`src/trigger_pkg.sv`:
```
package trigger_pkg;

    // channel and stream geometry
    localparam int NCHAN   = 8;
    localparam int NSAMP   = 4;
    localparam int NBITS   = 12;
    localparam int OUTBITS = 5;

    // wishbone widths, channel select lives in adr[12:10]
    localparam int WB_ADR_W  = 22;
    localparam int WB_DAT_W  = 32;
    localparam int LOC_ADR_W = 8;
    localparam int CHAN_LSB  = 10;
    localparam int CHAN_W    = $clog2(NCHAN);

    // datapath scaling
    localparam int FIR_SHIFT  = 6;
    localparam int GAIN_SHIFT = 8;
    localparam int MID_BITS   = 16;
    localparam int COEF_W     = 8;
    localparam int SCL_W      = 8;

    // fir register map, defaults give unity passthrough (64 >> 6)
    localparam logic [LOC_ADR_W-1:0] FIR_C0_ADR = 8'h00;
    localparam logic [LOC_ADR_W-1:0] FIR_C1_ADR = 8'h04;
    localparam logic signed [COEF_W-1:0] FIR_C0_DEF = 8'sd64;
    localparam logic signed [COEF_W-1:0] FIR_C1_DEF = 8'sd0;

    // gain register map, clip counter is read only
    localparam logic [LOC_ADR_W-1:0] GAIN_OFS_ADR  = 8'h00;
    localparam logic [LOC_ADR_W-1:0] GAIN_SCL_ADR  = 8'h04;
    localparam logic [LOC_ADR_W-1:0] GAIN_CLIP_ADR = 8'h08;
    localparam logic signed [MID_BITS-1:0] GAIN_OFS_DEF = 16'sd0;
    localparam logic [SCL_W-1:0] GAIN_SCL_DEF = 8'd16;

    typedef struct packed {
        logic                cyc;
        logic                stb;
        logic                we;
        logic [3:0]          sel;
        logic [WB_ADR_W-1:0] adr;
        logic [WB_DAT_W-1:0] dat;
    } wb_req_t;

    typedef struct packed {
        logic                 cyc;
        logic                 stb;
        logic                 we;
        logic [3:0]           sel;
        logic [LOC_ADR_W-1:0] adr;
        logic [WB_DAT_W-1:0]  dat;
    } wb_loc_req_t;

    typedef struct packed {
        logic                ack;
        logic                err;
        logic [WB_DAT_W-1:0] dat;
    } wb_rsp_t;

    // named signed element types keep array elements signed
    typedef logic signed [NBITS-1:0]    samp_t;
    typedef logic signed [MID_BITS-1:0] mid_t;
    typedef logic signed [OUTBITS-1:0]  out_t;

    typedef samp_t [NSAMP-1:0] samp_vec_t;
    typedef mid_t  [NSAMP-1:0] mid_vec_t;
    typedef out_t  [NSAMP-1:0] out_vec_t;

    typedef samp_vec_t [NCHAN-1:0] chan_in_t;
    typedef out_vec_t  [NCHAN-1:0] chan_out_t;

    typedef enum logic [1:0] {
        REG_IDLE,
        REG_READ,
        REG_WRITE,
        REG_BAD
    } reg_op_e;

endpackage

```
`src/wb_chan_decoder.sv`:
```
module wb_chan_decoder (
    input  logic                                              aclk,
    input  trigger_pkg::wb_req_t                              req_i,
    output trigger_pkg::wb_rsp_t                              rsp_o,
    output trigger_pkg::wb_loc_req_t [trigger_pkg::NCHAN-1:0] loc_req_o,
    input  trigger_pkg::wb_rsp_t     [trigger_pkg::NCHAN-1:0] loc_rsp_i
);
    import trigger_pkg::*;

    // purely combinational, aclk is not used here
    logic [CHAN_W-1:0] chan_sel;

    // channel number from adr[12:10], everything else above bit 7 ignored
    assign chan_sel = req_i.adr[CHAN_LSB +: CHAN_W];

    // fan out the request to all channels
    always_comb begin
        for (int n = 0; n < NCHAN; n++) begin
            // only the addressed channel sees cyc
            loc_req_o[n].cyc = req_i.cyc && (chan_sel == CHAN_W'(n));
            loc_req_o[n].stb = req_i.stb;
            loc_req_o[n].we  = req_i.we;
            loc_req_o[n].sel = req_i.sel;
            // local register offset within the channel
            loc_req_o[n].adr = req_i.adr[LOC_ADR_W-1:0];
            loc_req_o[n].dat = req_i.dat;
        end
    end

    // return path follows the same select field
    // the other channels never respond since their cyc is low
    assign rsp_o = loc_rsp_i[chan_sel];

endmodule
```
`config.mk`:
```
export PLATFORM = sky130hd
export DESIGN_NAME = wb_chan_decoder
export DESIGN_NICKNAME = d
export VERILOG_FILES = /design/src/trigger_pkg.sv /design/src/wb_chan_decoder.sv
export SDC_FILE = /design/constraint.sdc
export NUM_CORES = 1
export LEC_CHECK = 0
export ABC_AREA = 0
export BUFFER_PORTS_ARGS = -buffer_cell sky130_fd_sc_hd__buf_2
export CAP_MARGIN = 20
export CORE_AREA = 2 2 290 292
export DETAILED_ROUTE_END_ITERATION = 8
export DIE_AREA = 0 0 292 294
export PLACE_DENSITY = 0.3
export SYNTH_ARGS = -nofsm -noshare
export SYNTH_HDL_FRONTEND = slang
export SYNTH_SLANG_ARGS = --single-unit
```
`constraint.sdc`:
```
create_clock -name vclk -period 1.5
set_input_delay 0.3 -clock vclk [all_inputs]
set_output_delay 0.3 -clock vclk [all_outputs]
set_load 0.005 [all_outputs]
```
Word level (Yosys, flattened, before mapping)
Index checks and enable logic that the tools add are counted.

$lt $le $gt $ge: 1. Eq/ne operators: 7. Muxes and demuxes: 2. Reductions and logical operators: 9.

Operators by type and width (count): $bmux W34 S3 (1); $mux W34 (1); $eq A3 B3 Y1 const B (4); $logic_and A1 B1 Y1 (8); $eq A3 B2 Y1 const B (2); $lt A3 B4 Y1 const B (1); $eq A3 B1 Y1 const B (1); $logic_not A3 Y1 (1).

Register bits: 0. Output and inout bits: 410. Logic and storage cells: 19.

Longest topological paths before layout
Gate-level depths: netlist of the first run.

Depth after elaboration: 2. Gate-level depth with buffers: 6.

Least setup slack after synthesis of the first run
OpenSTA, ideal clock, no wires.

Path kind: input -> output. Start: input port req_i[43] in the netlist's numbering. End: output port rsp_o[7] in the netlist's numbering. Arrival: 1253 ps. Data required time: 1200 ps. Slack: -53 ps. Stages: 5. Path through: buf_6 > buf_8 > buf_6 > mux4_2 > mux2_2.

RTL lines: from (decl) (line wb_chan_decoder.sv:3) `input trigger_pkg::wb_req_t req_i,`; to (decl) (line wb_chan_decoder.sv:4) `output trigger_pkg::wb_rsp_t rsp_o,`.

==> results of run 1 <==
## stage by stage
step	instances	setup WS [ns]
floorplan	630	-0.0359
global placement	1695	-0.988
detailed placement	1695	-0.976
CTS	1701	-0.512
global route	1718	-0.524
finish	1721	-0.489
## synth_stat cells, drive strengths merged
cell type / number
buf: 394
mux2: 61
o22ai: 38
mux2i: 32
nor2: 20
a211oi: 14
a221oi: 10
o2bb2ai: 10
mux4: 8
clkbuf: 7
a22oi: 6
o221a: 6
o22a: 6
nand2: 4
nand2b: 4
nor2b: 2
and2: 1
and3: 1
inv: 1
nand3b: 1
nor3b: 1
o21ai: 1
or2: 1
or3b: 1
## worst max-delay path, stage by stage
cell	delay (ns)
buf_12	0.11
buf_4	0.13
buf_12	0.14
buf_8	0.15
mux2i_1	0.14
o2bb2ai_2	0.14
a221oi_2	0.37
buf_2	0.19
## report_power, final
part / switching (uW) / total (uW) / leakage (uW) / internal [uW]
sequential: 0 / 0 / 0 / 0
clock: 0 / 0.000757 / 0.0000000570 / 0.000757
combinational: 818 / 1850 / 0.00267 / 1030
total: 818 / 1850 / 0.00267 / 1030
## final cells by class
cell class	instances	area (sq um)
antenna	9	22.5
multi-input combinational	228	2530
tap	1080	1350
inverter	1	3.75
timing repair buffer	403	2730
fill	9715	76300
## worst paths after layout
kind | start | end | slack [ns]
max | req_i[43] | rsp_o[25] | -0.49
min | req_i[31] | loc_req_o[219] | 0.60
## cell families (layout without fill, tap and decap cells)
| group | after synthesis | in the layout | share of synthesized area |
|---|---|---|---|
| buf+inv | 402 | 404 | 0.587 |
| mux | 101 | 101 | 0.236 |
| compound gates | 91 | 91 | 0.144 |
| simple gates | 36 | 36 | 0.0332 |
| other cells | 0 | 9 | 0 |
## routing by layer
layer  vias up  track usage  share of wire  routed length (um)
met1      1792       0.0706           0.41               11600
met2       396       0.0901           0.43               12000
li1       1830            -              -                   -
met3        97       0.0215           0.11                2980
met5         -            0         0.0013                  37
met4         6       0.0300          0.050                1410
## what timing repair did
| action | 4_1_cts | 5_1_grt |
|---|---|---|
| resized for setup | 72 | 57 |
| pin swaps | 2 | 18 |
| setup buffers | 5 | 9 |
| setup endpoints to repair | 42 | 41 |
| gates cloned | 2 | 4 |
==> flow_summary.json, run 1 <==
{
  "hold_slack_ns": 0.600,
  "netlist.top_cell.by_area": "buf_4",
  "run_status": "complete, but fails checks",
  "synth_sequential_area_ratio": 0,
  "slew_headroom": 0.736,
  "detailedRoute.firstPassIterationCount": 6,
  "final_core_utilization": 0.0801,
  "grt_overflow": 0,
  "synthDominantCellAreaShare": 0.544,
  "synth.top_cells.by_area": "buf_4, mux2_2, mux2i_1, o22ai_1, mux4_2",
  "clkbuf_count": 0,
  "io_buffer_count": 318,
  "number_of_global_route_vias_before_repair": 4534,
  "fin_nets": 968,
  "tns_ns": -13.69,
  "synth_cell_types": 33,
  "post_route_cells_drive_above_1_share": 0.850,
  "cell_area_after_layout_sq_mm": 0.00664,
  "layout.cells.most_common_list": "buf_2, mux2_2, buf_4",
  "detailed_place_hpwl_um": 24000,
  "max_clock_freq_mhz": 503,
  "core_region_area_sq_mm": 0.0829,
  "number_of_design_rule_violations_left_after_detail_routing": 0,
  "final.setup.worst_slack_ns": -0.489,
  "maxCapViolations": 0,
  "cell_count_after_synthesis": 630,
  "timing.critical_path.required_ns": 1.20,
  "power.total_uw": 1850,
  "mappedNetlistArea_sq_mm": 0.00513,
  "die_y_extent_um": 294,
  "end_kind": "output port",
  "die_area_sq_mm": 0.0858,
  "arrival_ns": 1.69,
  "failing_checks": "negative setup slack",
  "place_congestion": 0.794,
  "finalCritPeriodShare": 1.33,
  "routed_wirelength_um": 28100,
  "grt_antenna_before_repair": 18,
  "hold_depth": 0,
  "numSequentialCells": 0,
  "area.sequential_sq_um": 0,
  "grt_pass1_wl_um": 35600,
  "maximum_number_of_pins_on_one_net_before_global_route_repair": 19,
  "hold_class": "primary input to output port",
  "first_drt_iteration_drcs": 81,
  "routed_wire_length_per_instance_um": 16.3,
  "routed_via_density": 2.39,
  "ant_nets": 0,
  "layout_commonest_cell": "buf_2",
  "dpl_cell_area_sq_mm": 0.00574,
  "setup_violations": 40,
  "grt.total_usage": 0.0583,
  "cell_pwr_density_mw_per_mm2": 279,
  "start_util": 0.0619,
  "core.rowCount": 106,
  "avgSynthCellArea_sq_um": 8.14,
  "layout_min_cycle_time_ns": 1.99,
  "highest_fanout_seen_on_the_critical_path": 10,
  "synthesis.nets": 964,
  "unrepaired_setup_endpoints_after_global_routing": "true",
  "via_count": 4121,
  "worst_pin_slew_ns": 0.387,
  "final_max_slew_viol_count": 0,
  "synthToLayoutAreaGrowth_pct": 29.4,
  "io_pins": 744,
  "crit_type": "primary input to output port",
  "synthesis.yosys.warnings": 0,
  "vdd.ir_drop.worst_uv": 91.4,
  "start_kind": "primary input",
  "die_x_um": 292,
  "postCtsHoldBufs": 0,
  "hold_viol": 0,
  "power.leakage_uw": 0.00267
}
(Power assumes the default switching activity.)
==> inputs of run 2 (changes only) <==
==> constraint.sdc (replaced) <==
create_clock -name vclk -period 1.5
set_input_delay 0.15 -clock vclk [all_inputs]
set_output_delay 0.15 -clock vclk [all_outputs]
set_load 0.005 [all_outputs]
==> run 2 against run 1 <==
  * The flow still finishes with violations (negative setup slack)
  * Clock-buffer cell count stayed put
  * Worst setup slack better by 0.35 ns
  * Via count stayed put
  * Core utilization hardly changed
  * Combinational power hardly changed
  * First-iteration DRC count is 14% lower
  * Global-route usage is 0.27 points lower
  * Sequential cell count stayed put
  * Non-clock buffer count is 5 higher
  * Critical path depth stayed put
  * Die area stayed put
==> flow_summary.json, run 2 (synthesis results as in run 1) <==
{
  "hold_depth": 0,
  "failing_checks": "negative setup slack",
  "routed_wirelength_um": 26000,
  "end_kind": "output port",
  "core_region_area_sq_mm": 0.0829,
  "routed_via_density": 2.39,
  "layout_commonest_cell": "buf_2",
  "final.setup.worst_slack_ns": -0.141,
  "place_congestion": 0.838,
  "start_kind": "primary input",
  "hold_path_startpoint": "req_i[36]",
  "setup_violations": 26,
  "grt.total_usage": 0.0557,
  "routed_wire_length_per_instance_um": 15.1,
  "final_max_slew_viol_count": 0,
  "power.leakage_uw": 0.00272,
  "grt_overflow": 0,
  "crit_type": "primary input to output port",
  "io_buffer_count": 318,
  "io_pins": 744,
  "slew_headroom": 0.686,
  "most_prevalent_standard_cell_on_the_critical_path": "buf_12",
  "number_of_design_rule_violations_left_after_detail_routing": 0,
  "arrival_ns": 1.49,
  "detailed_place_hpwl_um": 22800,
  "worst_path_largest_cell_delay_ns": 0.27,
  "vdd.ir_drop.worst_uv": 66.3,
  "grt_antenna_before_repair": 12,
  "via_count": 4121,
  "synthToLayoutAreaGrowth_pct": 29.0,
  "tns_ns": -1.59,
  "ant_nets": 0,
  "layout.cells.most_common_list": "buf_2, buf_4, mux2_2",
  "unrepaired_setup_endpoints_after_global_routing": "true",
  "dpl_cell_area_sq_mm": 0.00577,
  "die_x_um": 292,
  "timing.critical_path.required_ns": 1.35,
  "maximum_number_of_pins_on_one_net_before_global_route_repair": 20,
  "hold_viol": 0,
  "number_of_global_route_vias_before_repair": 4549,
  "max_clock_freq_mhz": 609,
  "clkbuf_count": 0,
  "detailedRoute.firstPassIterationCount": 4,
  "die_y_extent_um": 294,
  "cp_cell_sequence": "buf_12 > buf_16 > buf_12 > buf_8 > buf_4 > mux4_2 > mux2_4 > buf_6",
  "crit_slowest_cell": "mux4_2",
  "post_route_cells_drive_above_1_share": 0.840,
  "numSequentialCells": 0,
  "worst_pin_slew_ns": 0.458,
  "die_area_sq_mm": 0.0858,
  "core.rowCount": 106,
  "grt_pass1_wl_um": 34100,
  "nFillCells": 9731,
  "hold_class": "primary input to output port",
  "cell_area_after_layout_sq_mm": 0.00662,
  "run_status": "complete, but fails checks",
  "maxCapViolations": 0,
  "whs_endpoint": "loc_req_o[130]",
  "finalCritPeriodShare": 1.09,
  "first_drt_iteration_drcs": 70,
  "place_ws_ns": -0.575,
  "layout_min_cycle_time_ns": 1.64,
  "postCtsHoldBufs": 0,
  "start_util": 0.0619,
  "highest_fanout_seen_on_the_critical_path": 7,
  "fin_nets": 973,
  "area.sequential_sq_um": 0,
  "cell_pwr_density_mw_per_mm2": 276
}
-- run 2: area by class of cell --
class	count	area [sq um]	area share
inverters	1	3.75	0.000567
multi-input cells	228	2540	0.384
diodes	4	10.0	0.00151
repair buffers	408	2710	0.410
well taps	1080	1350	0.204
-- run 2: report_power, final --
| part | switching (uW) | total, uW | internal, uW |
|---|---|---|---|
| combinational | 792 | 1830 | 1030 |
| clock | 0 | 0.000338 | 0.000338 |
| sequential | 0 | 0 | 0 |
-- run 2: per-stage QoR --
| step | cells | total power [uW] | hold WS, ns | utilization |
|---|---|---|---|---|
| floorplan | 630 | 1430 | 0.381 | - |
| CTS | 1711 | 1800 | 0.300 | 0.0772 |
| global route | 1720 | 1970 | 0.300 | 0.0798 |
| finish | 1721 | 1830 | 0.300 | 0.0798 |
| detailed placement | 1698 | 1560 | 0.300 | 0.0697 |
| global placement | 1698 | 1560 | 0.300 | 0.0697 |
-- run 2: timing repair --
| item | CTS | global route |
|---|---|---|
| resized for setup | 89 | 31 |
| pin swaps | 27 | 17 |
| gates cloned | 1 | 1 |
| setup buffers | 12 | 8 |
| setup endpoints to repair | 35 | 32 |
-- run 2: how the worst max path moves through the flow --
| stage | startpoint | end | depth (start not counted) |
|---|---|---|---|
| finish | req_i[43] | rsp_o[9] | 8 |
| CTS | req_i[43] | rsp_o[23] | 9 |
| detailed placement | req_i[42] | rsp_o[14] | 7 |
| global route | req_i[43] | rsp_o[23] | 9 |
| floorplan | req_i[43] | rsp_o[7] | 5 |
| global placement | req_i[42] | rsp_o[14] | 7 |
-- run 2: routing by layer --
metal | vias to the layer above | global-route usage | share of wire
li1 | 1838 | - | -
met1 | 1808 | 0.0636 | 0.39
met2 | 366 | 0.0916 | 0.45
met3 | 107 | 0.0161 | 0.093
met4 | 2 | 0.0339 | 0.063
met5 | - | 0 | 0.00050
-- run 2: worst max-delay path, delay by kind of cell --
family	cells	cell delay, ns
buffers and inverters	6	0.79
muxes	2	0.54
==> inputs of run 3 (changes only) <==
REMOVE_ABC_BUFFERS = 1   (was default)
==> run 3 against run 2 <==
  * Non-clock buffer count is 10 lower
  * Total power up 8.1%
  * Core utilization up 0.22 points
  * Final cell count shrank 0.76%
  * Critical endpoint is now rsp_o[30]
  * Routed wire length up 96%
  * Cell area grew 2.8%
  * Worst hold slack hardly changed
  * Combinational power rose by 8%
  * Highest routed layer unchanged
  * The flow still finishes with violations (negative setup slack)
  * Critical path depth shrank 1
  * Largest cell class is now multi-input combinational cells
==> flow_summary.json, run 3 (synthesis results as in run 1) <==
{
  "run_status": "complete, but fails checks",
  "failing_checks": "negative setup slack",
  "gate_family_responsible_for_the_most_delay_along_the_worst_path": "buffers and inverters",
  "final.setup.worst_slack_ns": -0.275,
  "clkbuf_count": 0,
  "layout_commonest_cell": "buf_2",
  "finalCritPeriodShare": 1.18,
  "final_max_slew_viol_count": 0,
  "first_drt_iteration_drcs": 243,
  "tns_ns": -6.59,
  "highest_fanout_seen_on_the_critical_path": 17,
  "start_kind": "primary input",
  "routed_wirelength_um": 50900,
  "grt.total_usage": 0.113,
  "most_prevalent_standard_cell_on_the_critical_path": "buf_12",
  "setup_violations": 37,
  "worst_path_largest_cell_delay_ns": 0.44,
  "die_area_sq_mm": 0.0858,
  "core_region_area_sq_mm": 0.0829,
  "ant_nets": 0,
  "fin_nets": 963,
  "unrepaired_setup_endpoints_after_global_routing": "true",
  "number_of_design_rule_violations_left_after_detail_routing": 0,
  "endpoint": "rsp_o[30]",
  "arrival_ns": 1.63,
  "number_of_global_route_vias_before_repair": 5170,
  "post_route_cells_drive_above_1_share": 0.871,
  "cp.depth": 7,
  "io_pins": 744,
  "detailedRoute.firstPassIterationCount": 4,
  "detailed_place_hpwl_um": 43400,
  "grt_pass1_wl_um": 63200,
  "maxCapViolations": 0,
  "hold_class": "primary input to output port",
  "slew_headroom": 0.735,
  "routed_wire_length_per_instance_um": 29.8,
  "cell_pwr_density_mw_per_mm2": 290,
  "place_congestion": 0.807,
  "nFillCells": 9721,
  "crit_buf_inv": 4,
  "via_count": 4782,
  "layoutNonFillerInstCount": 1708,
  "max_clock_freq_mhz": 563,
  "hold_viol": 0,
  "die_y_extent_um": 294,
  "grt_overflow": 0,
  "routed_via_density": 2.80,
  "layout.cells.most_common_list": "buf_2, buf_4, mux2_2",
  "vdd.ir_drop.worst_uv": 113,
  "placed_cells_incl_taps": 1674,
  "grt_antenna_before_repair": 5,
  "core.rowCount": 106,
  "die_x_um": 292,
  "timing.critical_path.required_ns": 1.35,
  "io_buffer_count": 318,
  "area.sequential_sq_um": 0,
  "worst_pin_slew_ns": 0.387,
  "maximum_number_of_pins_on_one_net_before_global_route_repair": 18,
  "numSequentialCells": 0,
  "end_kind": "output port",
  "final_core_utilization": 0.0821,
  "place_ws_ns": -0.944,
  "synthToLayoutAreaGrowth_pct": 32.6,
  "layout_min_cycle_time_ns": 1.78,
  "cp_cell_sequence": "buf_12 > buf_12 > or3b_4 > buf_4 > o22ai_1 > a221oi_4 > buf_2",
  "crit_start": "req_i[42]",
  "crit_type": "primary input to output port",
  "start_util": 0.0619,
  "power.leakage_uw": 0.00276,
  "dpl_cell_area_sq_mm": 0.00552,
  "crit_slowest_cell": "or3b_4",
  "cell_area_after_layout_sq_mm": 0.00680
}
## run 3: cell count changes in the layout (fill, tap and decap cells not counted), moves of 6 or more
cell and delta:
a211oi_1 -6, mux2_4 +10, buf_4 -14, o22ai_2 +14, buf_2 -12, a211oi_2 +7
o22ai_1 -11, buf_8 +6, a221oi_2 -6, buf_6 +14, mux2_2 -10, a221oi_4 +7
## run 3: timing repair
action	4_1_cts	5_1_grt
resized for setup	145	50
endpoints found under the setup margin	35	39
hold buffers	0	0
gates cloned	4	1
pin swaps	38	27
buffers inserted	30	5
## run 3: worst min path at each step
stage / start / slack, ns / cells past startpoint / end
floorplan: req_i[0] / 0.30 / 0 / loc_req_o[0]
global placement: req_i[1] / 0.30 / 0 / loc_req_o[95]
detailed placement: req_i[1] / 0.30 / 0 / loc_req_o[95]
CTS: req_i[1] / 0.30 / 0 / loc_req_o[95]
global route: req_i[30] / 0.30 / 0 / loc_req_o[77]
finish: req_i[24] / 0.30 / 0 / loc_req_o[71]
## run 3: power breakdown
group	internal, uW	leakage (uW)	switching [uW]
sequential	0	0	0
combinational	1100	0.00276	873
clock	0.0000892	0.00000000634	0
## run 3: stage by stage
step                      total power, uW  hold slack, ns
final                                1970           0.300
after global routing                 2140           0.300
after detailed placement             1540           0.301
after CTS                            1920           0.301
after global placement               1550           0.301
after floorplan                       503           0.300
## run 3: layout make-up
type	instances	area (sq um)	area share
tap	1080	1350	0.199
antenna	1	2.50	0.000368
multi-input combinational	228	2730	0.401
inverter	1	3.75	0.000552
timing repair buffer	398	2720	0.399
## run 3: routing by layer
metal  GRT usage  wire length [um]  vias to the layer above
met5      0.0182                63                        -
li1            -                 -                     1810
met4      0.0284              1950                        6
met3      0.0782              8390                       50
met2       0.181             22400                      679
met1       0.117             18000                     2237
