--- src/trigger_pkg.sv ---
package trigger_pkg;

    // channel and stream geometry
    localparam int NCHAN   = 8;
    localparam int NSAMP   = 4;
    localparam int NBITS   = 12;
    localparam int OUTBITS = 5;

    // wishbone widths, channel select lives in adr[12:10]
    localparam int WB_ADR_W  = 22;
    localparam int WB_DAT_W  = 32;
    localparam int LOC_ADR_W = 8;
    localparam int CHAN_LSB  = 10;
    localparam int CHAN_W    = $clog2(NCHAN);

    // datapath scaling
    localparam int FIR_SHIFT  = 6;
    localparam int GAIN_SHIFT = 8;
    localparam int MID_BITS   = 16;
    localparam int COEF_W     = 8;
    localparam int SCL_W      = 8;

    // fir register map, defaults give unity passthrough (64 >> 6)
    localparam logic [LOC_ADR_W-1:0] FIR_C0_ADR = 8'h00;
    localparam logic [LOC_ADR_W-1:0] FIR_C1_ADR = 8'h04;
    localparam logic signed [COEF_W-1:0] FIR_C0_DEF = 8'sd64;
    localparam logic signed [COEF_W-1:0] FIR_C1_DEF = 8'sd0;

    // gain register map, clip counter is read only
    localparam logic [LOC_ADR_W-1:0] GAIN_OFS_ADR  = 8'h00;
    localparam logic [LOC_ADR_W-1:0] GAIN_SCL_ADR  = 8'h04;
    localparam logic [LOC_ADR_W-1:0] GAIN_CLIP_ADR = 8'h08;
    localparam logic signed [MID_BITS-1:0] GAIN_OFS_DEF = 16'sd0;
    localparam logic [SCL_W-1:0] GAIN_SCL_DEF = 8'd16;

    typedef struct packed {
        logic                cyc;
        logic                stb;
        logic                we;
        logic [3:0]          sel;
        logic [WB_ADR_W-1:0] adr;
        logic [WB_DAT_W-1:0] dat;
    } wb_req_t;

    typedef struct packed {
        logic                 cyc;
        logic                 stb;
        logic                 we;
        logic [3:0]           sel;
        logic [LOC_ADR_W-1:0] adr;
        logic [WB_DAT_W-1:0]  dat;
    } wb_loc_req_t;

    typedef struct packed {
        logic                ack;
        logic                err;
        logic [WB_DAT_W-1:0] dat;
    } wb_rsp_t;

    // named signed element types keep array elements signed
    typedef logic signed [NBITS-1:0]    samp_t;
    typedef logic signed [MID_BITS-1:0] mid_t;
    typedef logic signed [OUTBITS-1:0]  out_t;

    typedef samp_t [NSAMP-1:0] samp_vec_t;
    typedef mid_t  [NSAMP-1:0] mid_vec_t;
    typedef out_t  [NSAMP-1:0] out_vec_t;

    typedef samp_vec_t [NCHAN-1:0] chan_in_t;
    typedef out_vec_t  [NCHAN-1:0] chan_out_t;

    typedef enum logic [1:0] {
        REG_IDLE,
        REG_READ,
        REG_WRITE,
        REG_BAD
    } reg_op_e;

endpackage

--- src/chain_fir.sv ---
module chain_fir (
    input  logic                     aclk,
    input  logic                     arst_n_i,
    input  trigger_pkg::wb_loc_req_t req_i,
    output trigger_pkg::wb_rsp_t     rsp_o,
    input  trigger_pkg::samp_vec_t   dat_i,
    output trigger_pkg::mid_vec_t    dat_o
);
    import trigger_pkg::*;

    // c * x is COEF_W + NBITS wide, one extra bit for the sum of two taps
    localparam int ACC_W = COEF_W + NBITS + 1;
    localparam logic signed [ACC_W-1:0] MID_MAX = (2 ** (MID_BITS - 1)) - 1;
    localparam logic signed [ACC_W-1:0] MID_MIN = -(2 ** (MID_BITS - 1));

    reg_op_e                  op;
    logic                     ack_q;
    logic                     err_q;
    logic [WB_DAT_W-1:0]      rdat_q;
    logic signed [COEF_W-1:0] c0_q;
    logic signed [COEF_W-1:0] c1_q;
    samp_t                    hist_q;
    mid_vec_t                 fir_d;
    mid_vec_t                 dat_q;

    // clamp the shifted sum into the 16 bit mid sample
    function automatic mid_t sat_mid(input logic signed [ACC_W-1:0] v);
        if (v > MID_MAX) begin
            return MID_MAX[MID_BITS-1:0];
        end else if (v < MID_MIN) begin
            return MID_MIN[MID_BITS-1:0];
        end
        return v[MID_BITS-1:0];
    endfunction

    // two taps across the beat, ext[0] is last sample of the prior beat
    always_comb begin : fir_calc
        samp_t [NSAMP:0]         ext;
        logic signed [ACC_W-1:0] acc;
        ext = {dat_i, hist_q};
        for (int k = 0; k < NSAMP; k++) begin
            acc      = c0_q * ext[k+1] + c1_q * ext[k];
            fir_d[k] = sat_mid(acc >>> FIR_SHIFT);
        end
    end

    // sample history and output register
    always_ff @(posedge aclk or negedge arst_n_i) begin
        if (!arst_n_i) begin
            hist_q <= '0;
            dat_q  <= '0;
        end else begin
            hist_q <= dat_i[NSAMP-1];
            dat_q  <= fir_d;
        end
    end

    assign dat_o = dat_q;

    // classify the access, nothing new while a response is on the bus
    always_comb begin
        op = REG_IDLE;
        if (req_i.cyc && req_i.stb && !ack_q && !err_q) begin
            if (req_i.adr != FIR_C0_ADR && req_i.adr != FIR_C1_ADR) begin
                op = REG_BAD;
            end else if (req_i.we) begin
                op = REG_WRITE;
            end else begin
                op = REG_READ;
            end
        end
    end

    // coefficient registers and one cycle response
    always_ff @(posedge aclk or negedge arst_n_i) begin
        if (!arst_n_i) begin
            ack_q  <= 1'b0;
            err_q  <= 1'b0;
            rdat_q <= '0;
            c0_q   <= FIR_C0_DEF;
            c1_q   <= FIR_C1_DEF;
        end else begin
            ack_q <= (op == REG_READ) || (op == REG_WRITE);
            err_q <= (op == REG_BAD);
            if (op == REG_WRITE) begin
                if (req_i.adr == FIR_C0_ADR) begin
                    c0_q <= req_i.dat[COEF_W-1:0];
                end else begin
                    c1_q <= req_i.dat[COEF_W-1:0];
                end
            end
            // coefficients read back sign extended
            if (op == REG_READ) begin
                if (req_i.adr == FIR_C0_ADR) begin
                    rdat_q <= {{(WB_DAT_W - COEF_W){c0_q[COEF_W-1]}}, c0_q};
                end else begin
                    rdat_q <= {{(WB_DAT_W - COEF_W){c1_q[COEF_W-1]}}, c1_q};
                end
            end
        end
    end

    assign rsp_o = '{ack: ack_q, err: err_q, dat: rdat_q};

endmodule

--- src/chain_gain.sv ---
module chain_gain (
    input  logic                     aclk,
    input  logic                     arst_n_i,
    input  trigger_pkg::wb_loc_req_t req_i,
    output trigger_pkg::wb_rsp_t     rsp_o,
    input  trigger_pkg::mid_vec_t    dat_i,
    output trigger_pkg::out_vec_t    dat_o
);
    import trigger_pkg::*;

    // offset subtraction grows one bit, unsigned scale adds SCL_W + 1
    localparam int DIFF_W = MID_BITS + 1;
    localparam int PROD_W = DIFF_W + SCL_W + 1;
    localparam int CNT_W  = $clog2(NSAMP + 1);
    localparam logic signed [PROD_W-1:0] OUT_MAX = (2 ** (OUTBITS - 1)) - 1;
    localparam logic signed [PROD_W-1:0] OUT_MIN = -(2 ** (OUTBITS - 1));

    reg_op_e                    op;
    logic                       ack_q;
    logic                       err_q;
    logic [WB_DAT_W-1:0]        rdat_q;
    logic signed [MID_BITS-1:0] ofs_q;
    logic [SCL_W-1:0]           scl_q;
    logic [WB_DAT_W-1:0]        clip_q;
    logic [WB_DAT_W-1:0]        clip_next;
    logic [CNT_W-1:0]           nclip;
    out_vec_t                   gain_d;
    out_vec_t                   dat_q;

    // requantize every sample and count the ones that hit a rail
    always_comb begin : gain_calc
        logic signed [DIFF_W-1:0] diff;
        logic signed [PROD_W-1:0] prod;
        logic signed [PROD_W-1:0] shifted;
        nclip = '0;
        for (int k = 0; k < NSAMP; k++) begin
            diff    = dat_i[k] - ofs_q;
            prod    = diff * $signed({1'b0, scl_q});
            shifted = prod >>> GAIN_SHIFT;
            if (shifted > OUT_MAX) begin
                gain_d[k] = OUT_MAX[OUTBITS-1:0];
                nclip     = nclip + 1'b1;
            end else if (shifted < OUT_MIN) begin
                gain_d[k] = OUT_MIN[OUTBITS-1:0];
                nclip     = nclip + 1'b1;
            end else begin
                gain_d[k] = shifted[OUTBITS-1:0];
            end
        end
    end

    // clip counter sticks at all ones instead of wrapping
    always_comb begin : clip_calc
        logic [WB_DAT_W:0] sum;
        sum       = {1'b0, clip_q} + (WB_DAT_W + 1)'(nclip);
        clip_next = sum[WB_DAT_W] ? '1 : sum[WB_DAT_W-1:0];
    end

    always_ff @(posedge aclk or negedge arst_n_i) begin
        if (!arst_n_i) begin
            dat_q <= '0;
        end else begin
            dat_q <= gain_d;
        end
    end

    assign dat_o = dat_q;

    // decode access kind, writes to the clip counter are rejected
    always_comb begin
        op = REG_IDLE;
        if (req_i.cyc && req_i.stb && !ack_q && !err_q) begin
            if (req_i.adr != GAIN_OFS_ADR && req_i.adr != GAIN_SCL_ADR &&
                req_i.adr != GAIN_CLIP_ADR) begin
                op = REG_BAD;
            end else if (req_i.we && req_i.adr == GAIN_CLIP_ADR) begin
                op = REG_BAD;
            end else if (req_i.we) begin
                op = REG_WRITE;
            end else begin
                op = REG_READ;
            end
        end
    end

    always_ff @(posedge aclk or negedge arst_n_i) begin
        if (!arst_n_i) begin
            ack_q  <= 1'b0;
            err_q  <= 1'b0;
            rdat_q <= '0;
            ofs_q  <= GAIN_OFS_DEF;
            scl_q  <= GAIN_SCL_DEF;
            clip_q <= '0;
        end else begin
            ack_q <= (op == REG_READ) || (op == REG_WRITE);
            err_q <= (op == REG_BAD);
            if (op == REG_WRITE) begin
                if (req_i.adr == GAIN_OFS_ADR) begin
                    ofs_q <= req_i.dat[MID_BITS-1:0];
                end else begin
                    scl_q <= req_i.dat[SCL_W-1:0];
                end
            end
            // read of the counter clears it, clips of this beat are kept
            if (op == REG_READ && req_i.adr == GAIN_CLIP_ADR) begin
                clip_q <= WB_DAT_W'(nclip);
            end else begin
                clip_q <= clip_next;
            end
            if (op == REG_READ) begin
                case (req_i.adr)
                    GAIN_OFS_ADR: rdat_q <= {{(WB_DAT_W - MID_BITS){ofs_q[MID_BITS-1]}}, ofs_q};
                    GAIN_SCL_ADR: rdat_q <= {{(WB_DAT_W - SCL_W){1'b0}}, scl_q};
                    default:      rdat_q <= clip_q;
                endcase
            end
        end
    end

    assign rsp_o = '{ack: ack_q, err: err_q, dat: rdat_q};

endmodule

--- src/trigger_chain.sv ---
module trigger_chain (
    input  logic                     aclk,
    input  logic                     arst_n_i,
    input  trigger_pkg::wb_loc_req_t fir_req_i,
    output trigger_pkg::wb_rsp_t     fir_rsp_o,
    input  trigger_pkg::wb_loc_req_t gain_req_i,
    output trigger_pkg::wb_rsp_t     gain_rsp_o,
    input  trigger_pkg::samp_vec_t   dat_i,
    output trigger_pkg::out_vec_t    dat_o
);
    import trigger_pkg::*;

    // filtered beat, one cycle behind dat_i
    mid_vec_t mid;

    // stage 1: two tap fir
    chain_fir chain_fir_inst (
        .aclk     (aclk),
        .arst_n_i (arst_n_i),
        .req_i    (fir_req_i),
        .rsp_o    (fir_rsp_o),
        .dat_i    (dat_i),
        .dat_o    (mid)
    );

    // stage 2: offset, gain and 5 bit requantize
    chain_gain chain_gain_inst (
        .aclk     (aclk),
        .arst_n_i (arst_n_i),
        .req_i    (gain_req_i),
        .rsp_o    (gain_rsp_o),
        .dat_i    (mid),
        .dat_o    (dat_o)
    );

endmodule

--- config.mk ---
export PLATFORM = sky130hd
export DESIGN_NAME = trigger_chain
export DESIGN_NICKNAME = d
export VERILOG_FILES = /design/src/trigger_pkg.sv /design/src/chain_fir.sv /design/src/chain_gain.sv /design/src/trigger_chain.sv
export SDC_FILE = /design/constraint.sdc
export NUM_CORES = 2
export LEC_CHECK = 0
export BUFFER_PORTS_ARGS = -buffer_cell sky130_fd_sc_hd__buf_2
export CELL_PAD_IN_SITES_DETAIL_PLACEMENT = 1
export CELL_PAD_IN_SITES_GLOBAL_PLACEMENT = 1
export CORE_MARGIN = 2
export CORE_UTILIZATION = 35
export CTS_CLUSTER_SIZE = 16
export DETAILED_ROUTE_END_ITERATION = 12
export PLACE_DENSITY_LB_ADDON = 0.12
export SYNTH_ARGS = -nofsm -noshare
export SYNTH_HDL_FRONTEND = slang
export SYNTH_HIERARCHICAL = 1
export SYNTH_SLANG_ARGS = --single-unit
--- constraint.sdc ---
create_clock -name aclk -period 14.05 [get_ports aclk]
set_input_delay 0.7025 -clock aclk [delete_from_list [all_inputs] [get_ports aclk]]
set_output_delay 0.7025 -clock aclk [all_outputs]
set_load 0.01 [all_outputs]
======== After elaboration in Yosys (flattened, before gate mapping) ========
Cells that the tools add are included.
W data, S select, Z words.
word-level totals
  register bits after elaboration ......... 236
  input bits .............................. 144
  output and inout bits ................... 88
  word-level logic and storage cells ...... 145
operators by class
  add/subtract/negate cells ............... 12
  multipliers ............................. 12
  $lt $le $gt $ge ......................... 16
  eq/ne operators ......................... 11
  mux-type cells .......................... 47
  bitwise logic cells ..................... 2
  reduce and logical (&&, ||, !) cells .... 25
operators by type and width
  kind                    number
  $mux W16                12
  $mul A8 B12 Y20         8
  $mul A17 B9 Y26         4
  $mux W32                3
  $add A20 B20 Y21        4
  $gt A18 B5 Y1 const B   4
  $lt A18 B5 Y1 const B   4
  $sub A16 B16 Y17        4
  $gt A15 B16 Y1 const B  4
  $lt A15 B16 Y1 const B  4
  $pmux W32 S2            1
  $mux W5                 8
  $add A32 B3 Y33         1
  $mux W3                 6
  $logic_not A8 Y1        2
  $ne A8 B3 Y1 const B    2
  $reduce_bool A8 Y1      2
  $mux W2                 7
  $logic_and A1 B1 Y1     11
  $mux W1                 10
  $add A3 B1 Y3 const B   3
  $eq A2 B2 Y1 const B    4
  $eq A8 B3 Y1 const B    1
  $eq A8 B4 Y1 const B    1
  6 further kinds         15

======== Logic depth before layout (Yosys ltp) ========
  depth in word-level cells ............... 17
  mapped depth ............................ 54
  gate-level depth less buffers ........... 54

======== By module ========
Netlist, hierarchy kept.
by module, submodules not included
  module      times used  cells an instance  area an instance (um2)  sequential area each (um2)
  chain_fir   1           3399               32198.4                 2553.7
  chain_gain  1           3100               26771.9                 2753.9

======== Worst setup path after synthesis ========
Ideal clock, no wire load.
  path type ............................... reg-to-reg
  start point ............................. register chain_gain_inst.ofs_q[0]
  end point ............................... register chain_gain_inst.clip_q[31]
  setup time .............................. 0.135 ns
  arrival time ............................ 11.641 ns
  slack ................................... 2.273 ns
  cell stages (with the launch flop) ...... 52
  path buffers ............................ 1
  clock period less this slack ............ 11.777 ns
  path through ............................ dfrtp_1 ha_1 fa_1 nor2b_1 o21ai_0 a21boi_0 o21ai_0 a21boi_0 o21ai_0 a21boi_0 o21a_1 o21ai_0 a2111oi_0 o21ai_0 a31o_2 clkbuf_1 nand2_1 fa_1 (+16 left out) ha_1 mux2_4 ha_1 mux2_2 ha_1 mux2i_4 inv_1 ha_1 a21o_1 a21oi_1 nor4bb_1 nand2_1 nor2_1 and3_1 nand4_1 nor2_1 nand3_1 nor3b_1
on the way
  word-level cells in the longest chain between the ends .. 17
ends and longest elaborated chain
  element                 line                                text
  start, declared         chain_gain.sv:22                    logic signed [MID_BITS-1:0] ofs_q;
  start signal, assigned  chain_gain.sv:99                    ofs_q <= req_i.dat[MID_BITS-1:0];
  $sub A16 B16 Y17        chain_gain.sv:37                    diff = dat_i[k] - ofs_q;
  $mul A17 B9 Y26         chain_gain.sv:38                    prod = diff * $signed({1'b0, scl_q});
  $lt A18 B5 Y1           chain_gain.sv:43                    end else if (shifted < OUT_MIN) begin
  $mux W1                 chain_gain.sv:43
  $mux W1                 chain_gain.sv:40                    if (shifted > OUT_MAX) begin
  $add A3 B1 Y3           chain_gain.sv:42, chain_gain.sv:45
  $mux W3                 chain_gain.sv:43
  $mux W3                 chain_gain.sv:40
  $add A3 B1 Y3           chain_gain.sv:42, chain_gain.sv:45
  $mux W3                 chain_gain.sv:43
  $mux W3                 chain_gain.sv:40
  $add A3 B1 Y3           chain_gain.sv:42, chain_gain.sv:45
  $mux W3                 chain_gain.sv:43
  $mux W3 *               chain_gain.sv:40
  $add A32 B3 Y33 *       chain_gain.sv:55                    sum = {1'b0, clip_q} + (WB_DAT_W + 1)'(nclip);
  $mux W32 *              chain_gain.sv:56                    clip_next = sum[WB_DAT_W] ? '1 : sum[WB_DAT_W-1:0];
  $mux W32 *              chain_gain.sv:105                   if (op == REG_READ && req_i.adr == GAIN_CLIP_ADR) begin
  end signal, assigned    chain_gain.sv:106                   clip_q <= WB_DAT_W'(nclip);
  end signal, assigned    chain_gain.sv:108                   clip_q <= clip_next;
  end, declared           chain_gain.sv:24                    logic [WB_DAT_W-1:0] clip_q;
Every way passes the cells marked *; elsewhere a longest branch is shown, timed or not.
A chain may end at the register's enable or synchronous reset.

======== Final worst setup path ========
  start point ............................. register chain_gain_inst.ofs_q[0]
  end point ............................... register chain_gain_inst.clip_q[1]
on the way
  word-level cells in the longest chain between the ends .. 17
ends and longest elaborated chain
  element           line
  $sub A16 B16 Y17  chain_gain.sv:37
  $mul A17 B9 Y26   chain_gain.sv:38
  $lt A18 B5 Y1     chain_gain.sv:43
  $mux W1           chain_gain.sv:43
  $mux W1           chain_gain.sv:40
  $add A3 B1 Y3     chain_gain.sv:42, chain_gain.sv:45
  $mux W3           chain_gain.sv:43
  $mux W3           chain_gain.sv:40
  $add A3 B1 Y3     chain_gain.sv:42, chain_gain.sv:45
  $mux W3           chain_gain.sv:43
  $mux W3           chain_gain.sv:40
  $add A3 B1 Y3     chain_gain.sv:42, chain_gain.sv:45
  $mux W3           chain_gain.sv:43
  $mux W3 *         chain_gain.sv:40
  $add A32 B3 Y33   chain_gain.sv:55
  $mux W32          chain_gain.sv:56
  $mux W32 *        chain_gain.sv:105
Marks and branches as above.

==> out/metrics.cfg <==
[grt]
grt_max_degree=66
grt_pass1_wl_um=270000
grt_overflow=0
antenna_found_initial=15
grt_usage=0.201
grt_pass1_vias=47500

[sta]
fmax_ghz=0.0765
rsz0062_at_grt=false
finClkSkew_ns=0.0432
hold_viol_final=0
tightest_slew_ns=1.16
relSlewSlack=0.221
period_needed_ns=13.06
slew_violations=0
setup_tns_ns=0
whs_ns=0.298
setup_viol_count_final=0
period_share=0.930

[yosys]
ys_warn_count=6
syn-instance-count=6499
synthesis.area_mm2=0.0590
postSynthAreaPerCell_um2=9.07
ys_seq_area_frac=0.0900
synthDistinctLibCells=100
synth_edf_count=0
synthArstFlopShare=1.00
yosys_most_used_dff=dfrtp_1
ys_ff_latch=212
synth.net_count=8369

[layout]
fin_nets=8410
drive_gt1_frac=0.0635
final_cell_area_mm2=0.0633
syn_to_final_growth_pct=7.29
fillers=19500
instances_no_fill=8772

[die]
die-area_mm2=0.172
floorplan.initialDensity=0.353
die_x_um=414
core_mm2=0.167
die_h_um=414
num_io_pins=232
core.rowCount=150

[cts]
clk_pin_slew_ns=0.06
htreeDepth=1
cts_tree=built
cts_buffer_depth=3
cts_buffers=30
cts_root_buf=clkbuf_16
postCtsSetupRepairBufs=0
clock_sinks=212
clk_latency_ns=0.66

[run]
maxCapViolCount=0

[setup_path]
cp-end-kind=register
crit_type=register to register
crit_slowest_cell=xnor2_1
cp_max_fo=27
cp_common_cell=fa_1
arrival_ns=13.63
cpPeakStageDelay_ns=0.66
cp.required_ns=14.62
startpoint_type=register

[placement]
postPlaceCellArea_mm2=0.0621
port_buffers=183
dp_cells=8711
gp_congestion=0.810
place_hpwl_um=135000

[drt]
drcViolationCount=0
drtAntennaViolNets=0
viasPerCell=4.76
routed-via-count=41800
post_drt_wl_per_cell_um=19.1
drtPass1Iterations=5
drt_wl_total_um=167000
drt-initial-drc-count=1468

[run_status]
outcome=completed

[worst_hold_path]
hold_class=input pin to register

## stage by stage
step | worst slack, ns | util
after floorplan | 2.27 | -
after global placement | 0.803 | 0.372
after detailed placement | 0.620 | 0.372
after CTS | 0.545 | 0.378
after global routing | 0.0134 | 0.378
final | 0.985 | 0.378
## registers in the layout (all words and copies together) (netlist names)
register                flops
chain_fir_inst/c1_q         8
chain_gain_inst/rdat_q     32
chain_gain_inst/ofs_q      16
chain_fir_inst/err_q        1
chain_gain_inst/dat_o      20
chain_fir_inst/rdat_q       8
chain_fir_inst/hist_q      12
chain_fir_inst/ack_q        1
chain_fir_inst/dat_o       64
chain_gain_inst/scl_q       8
chain_gain_inst/clip_q     32
chain_gain_inst/err_q       1
chain_fir_inst/c0_q         8
chain_gain_inst/ack_q       1
## cell usage after synthesis, drive strengths merged, types with 5 or more instances
library cell  number  area share
a2111oi           12      0.0025
a211o              5     0.00074
a211oi            15      0.0021
a21boi            24      0.0031
a21o              64      0.0082
a21oi            185       0.016
a31o               7      0.0013
a31oi             11      0.0014
and2             623       0.066
and2b              7     0.00089
and3              23      0.0024
and3b              7      0.0010
and4              12      0.0018
buf               37      0.0042
clkbuf           198       0.013
dfrtp            210       0.089
fa              1225        0.42
ha               501        0.11
inv             1625        0.10
mux2              52       0.010
mux2i             22      0.0040
nand2            670       0.043
nand2b            55      0.0058
nand3             43      0.0036
nand3b            20      0.0025
nand4             26      0.0028
nand4b             5     0.00074
nor2             227       0.015
nor2b             48      0.0051
nor3              51      0.0043
nor3b              6     0.00085
nor4              11      0.0012
o211ai             8      0.0010
o21a              22      0.0028
o21ai            115      0.0099
o21bai             7     0.00089
o311ai             5     0.00074
o31ai              9      0.0013
or2               18      0.0019
or3                7     0.00074
xnor2            171       0.026
xor2              62      0.0092
## final timing paths
check                                                      start                                     to  slack, ns  cells past startpoint
min in group asynchronous                               arst_n_i     chain_gain_inst/dat_o[1]$_DFF_PN0_       0.61                      2
hold / removal                                     gain_req_i[9]   chain_gain_inst/ofs_q[9]$_DFFE_PN0P_       0.30                      2
max in group asynchronous                               arst_n_i   chain_gain_inst/clip_q[15]$_DFF_PN0_      11.40                      4
hold reg to reg            chain_gain_inst/rdat_q[7]$_DFFE_PN0N_  chain_gain_inst/rdat_q[7]$_DFFE_PN0N_       0.51                      1
setup reg to reg            chain_gain_inst/ofs_q[0]$_DFFE_PN0P_    chain_gain_inst/clip_q[1]$_DFF_PN0_       0.99                     52
setup / recovery            chain_gain_inst/ofs_q[0]$_DFFE_PN0P_    chain_gain_inst/clip_q[1]$_DFF_PN0_       0.99                     52
## cells in the final DEF (no fill, tap or decap), drive strengths merged, types with 23 or more instances in the layout
cell,synthesis,layout
fa,1225,1225
buf,37,243
nand3,43,43
nor3,51,51
o21ai,115,115
a21oi,185,185
xor2,62,62
a21o,64,64
a21boi,24,24
and3,23,23
and2,623,623
dfrtp,210,210
nor2b,48,48
nand4,26,26
xnor2,171,171
mux2,52,52
clkbuf,198,38
nor2,227,227
nand2,670,670
ha,501,501
nand2b,55,55
inv,1625,1632
## cell families after synthesis
group,Yosys count,synth area share
and+or+nand+nor,1870,0.161
muxes,74,0.0140
adders and majority gates,1726,0.522
DFF,212,0.0900
xor gates and xnor gates,233,0.0347
AOI/OAI and AO/OA,522,0.0577
buffers and inverters,1862,0.120
## metal layers
metal	track usage	vias to the layer above	share of wire
met2	0.349	363	0.49
met1	0.270	21900	0.46
met5	0	-	0.00033
met4	0.0417	10	0.020
met3	0.0209	121	0.029
li1	-	19400	-
## final cells by class
type	count	area, µm²	area share
Tap cell	2204	2760	0.0436
Clock inverter	18	234	0.00370
Multi-Input combinational cell	4425	46600	0.736
Clock buffer	38	851	0.0134
Inverter	1627	6110	0.0965
Antenna cell	4	10.0	0.000158
Timing Repair Buffer	244	1390	0.0219
Sequential cell	212	5330	0.0842
## repair_timing
item,CTS,global route
hold endpoints to repair,5,0
hold buffers,1,0
gates resized for setup,0,7
endpoints found under the setup margin,0,31
## critical path, delay by kind of cell, from the launching register on
family                     cells  cell delay, ns
DFF                            1            0.38
xor gates and xnor gates       1            0.66
adders and majority gates     11            4.40
muxes                          3            0.67
buffers and inverters          6            0.57
AOI/OAI and AO/OA             18            3.68
and+or+nand+nor               13            2.58
Power is not shown: default switching activity piles up to over one toggle a cycle in this logic, so the estimate is an artifact.
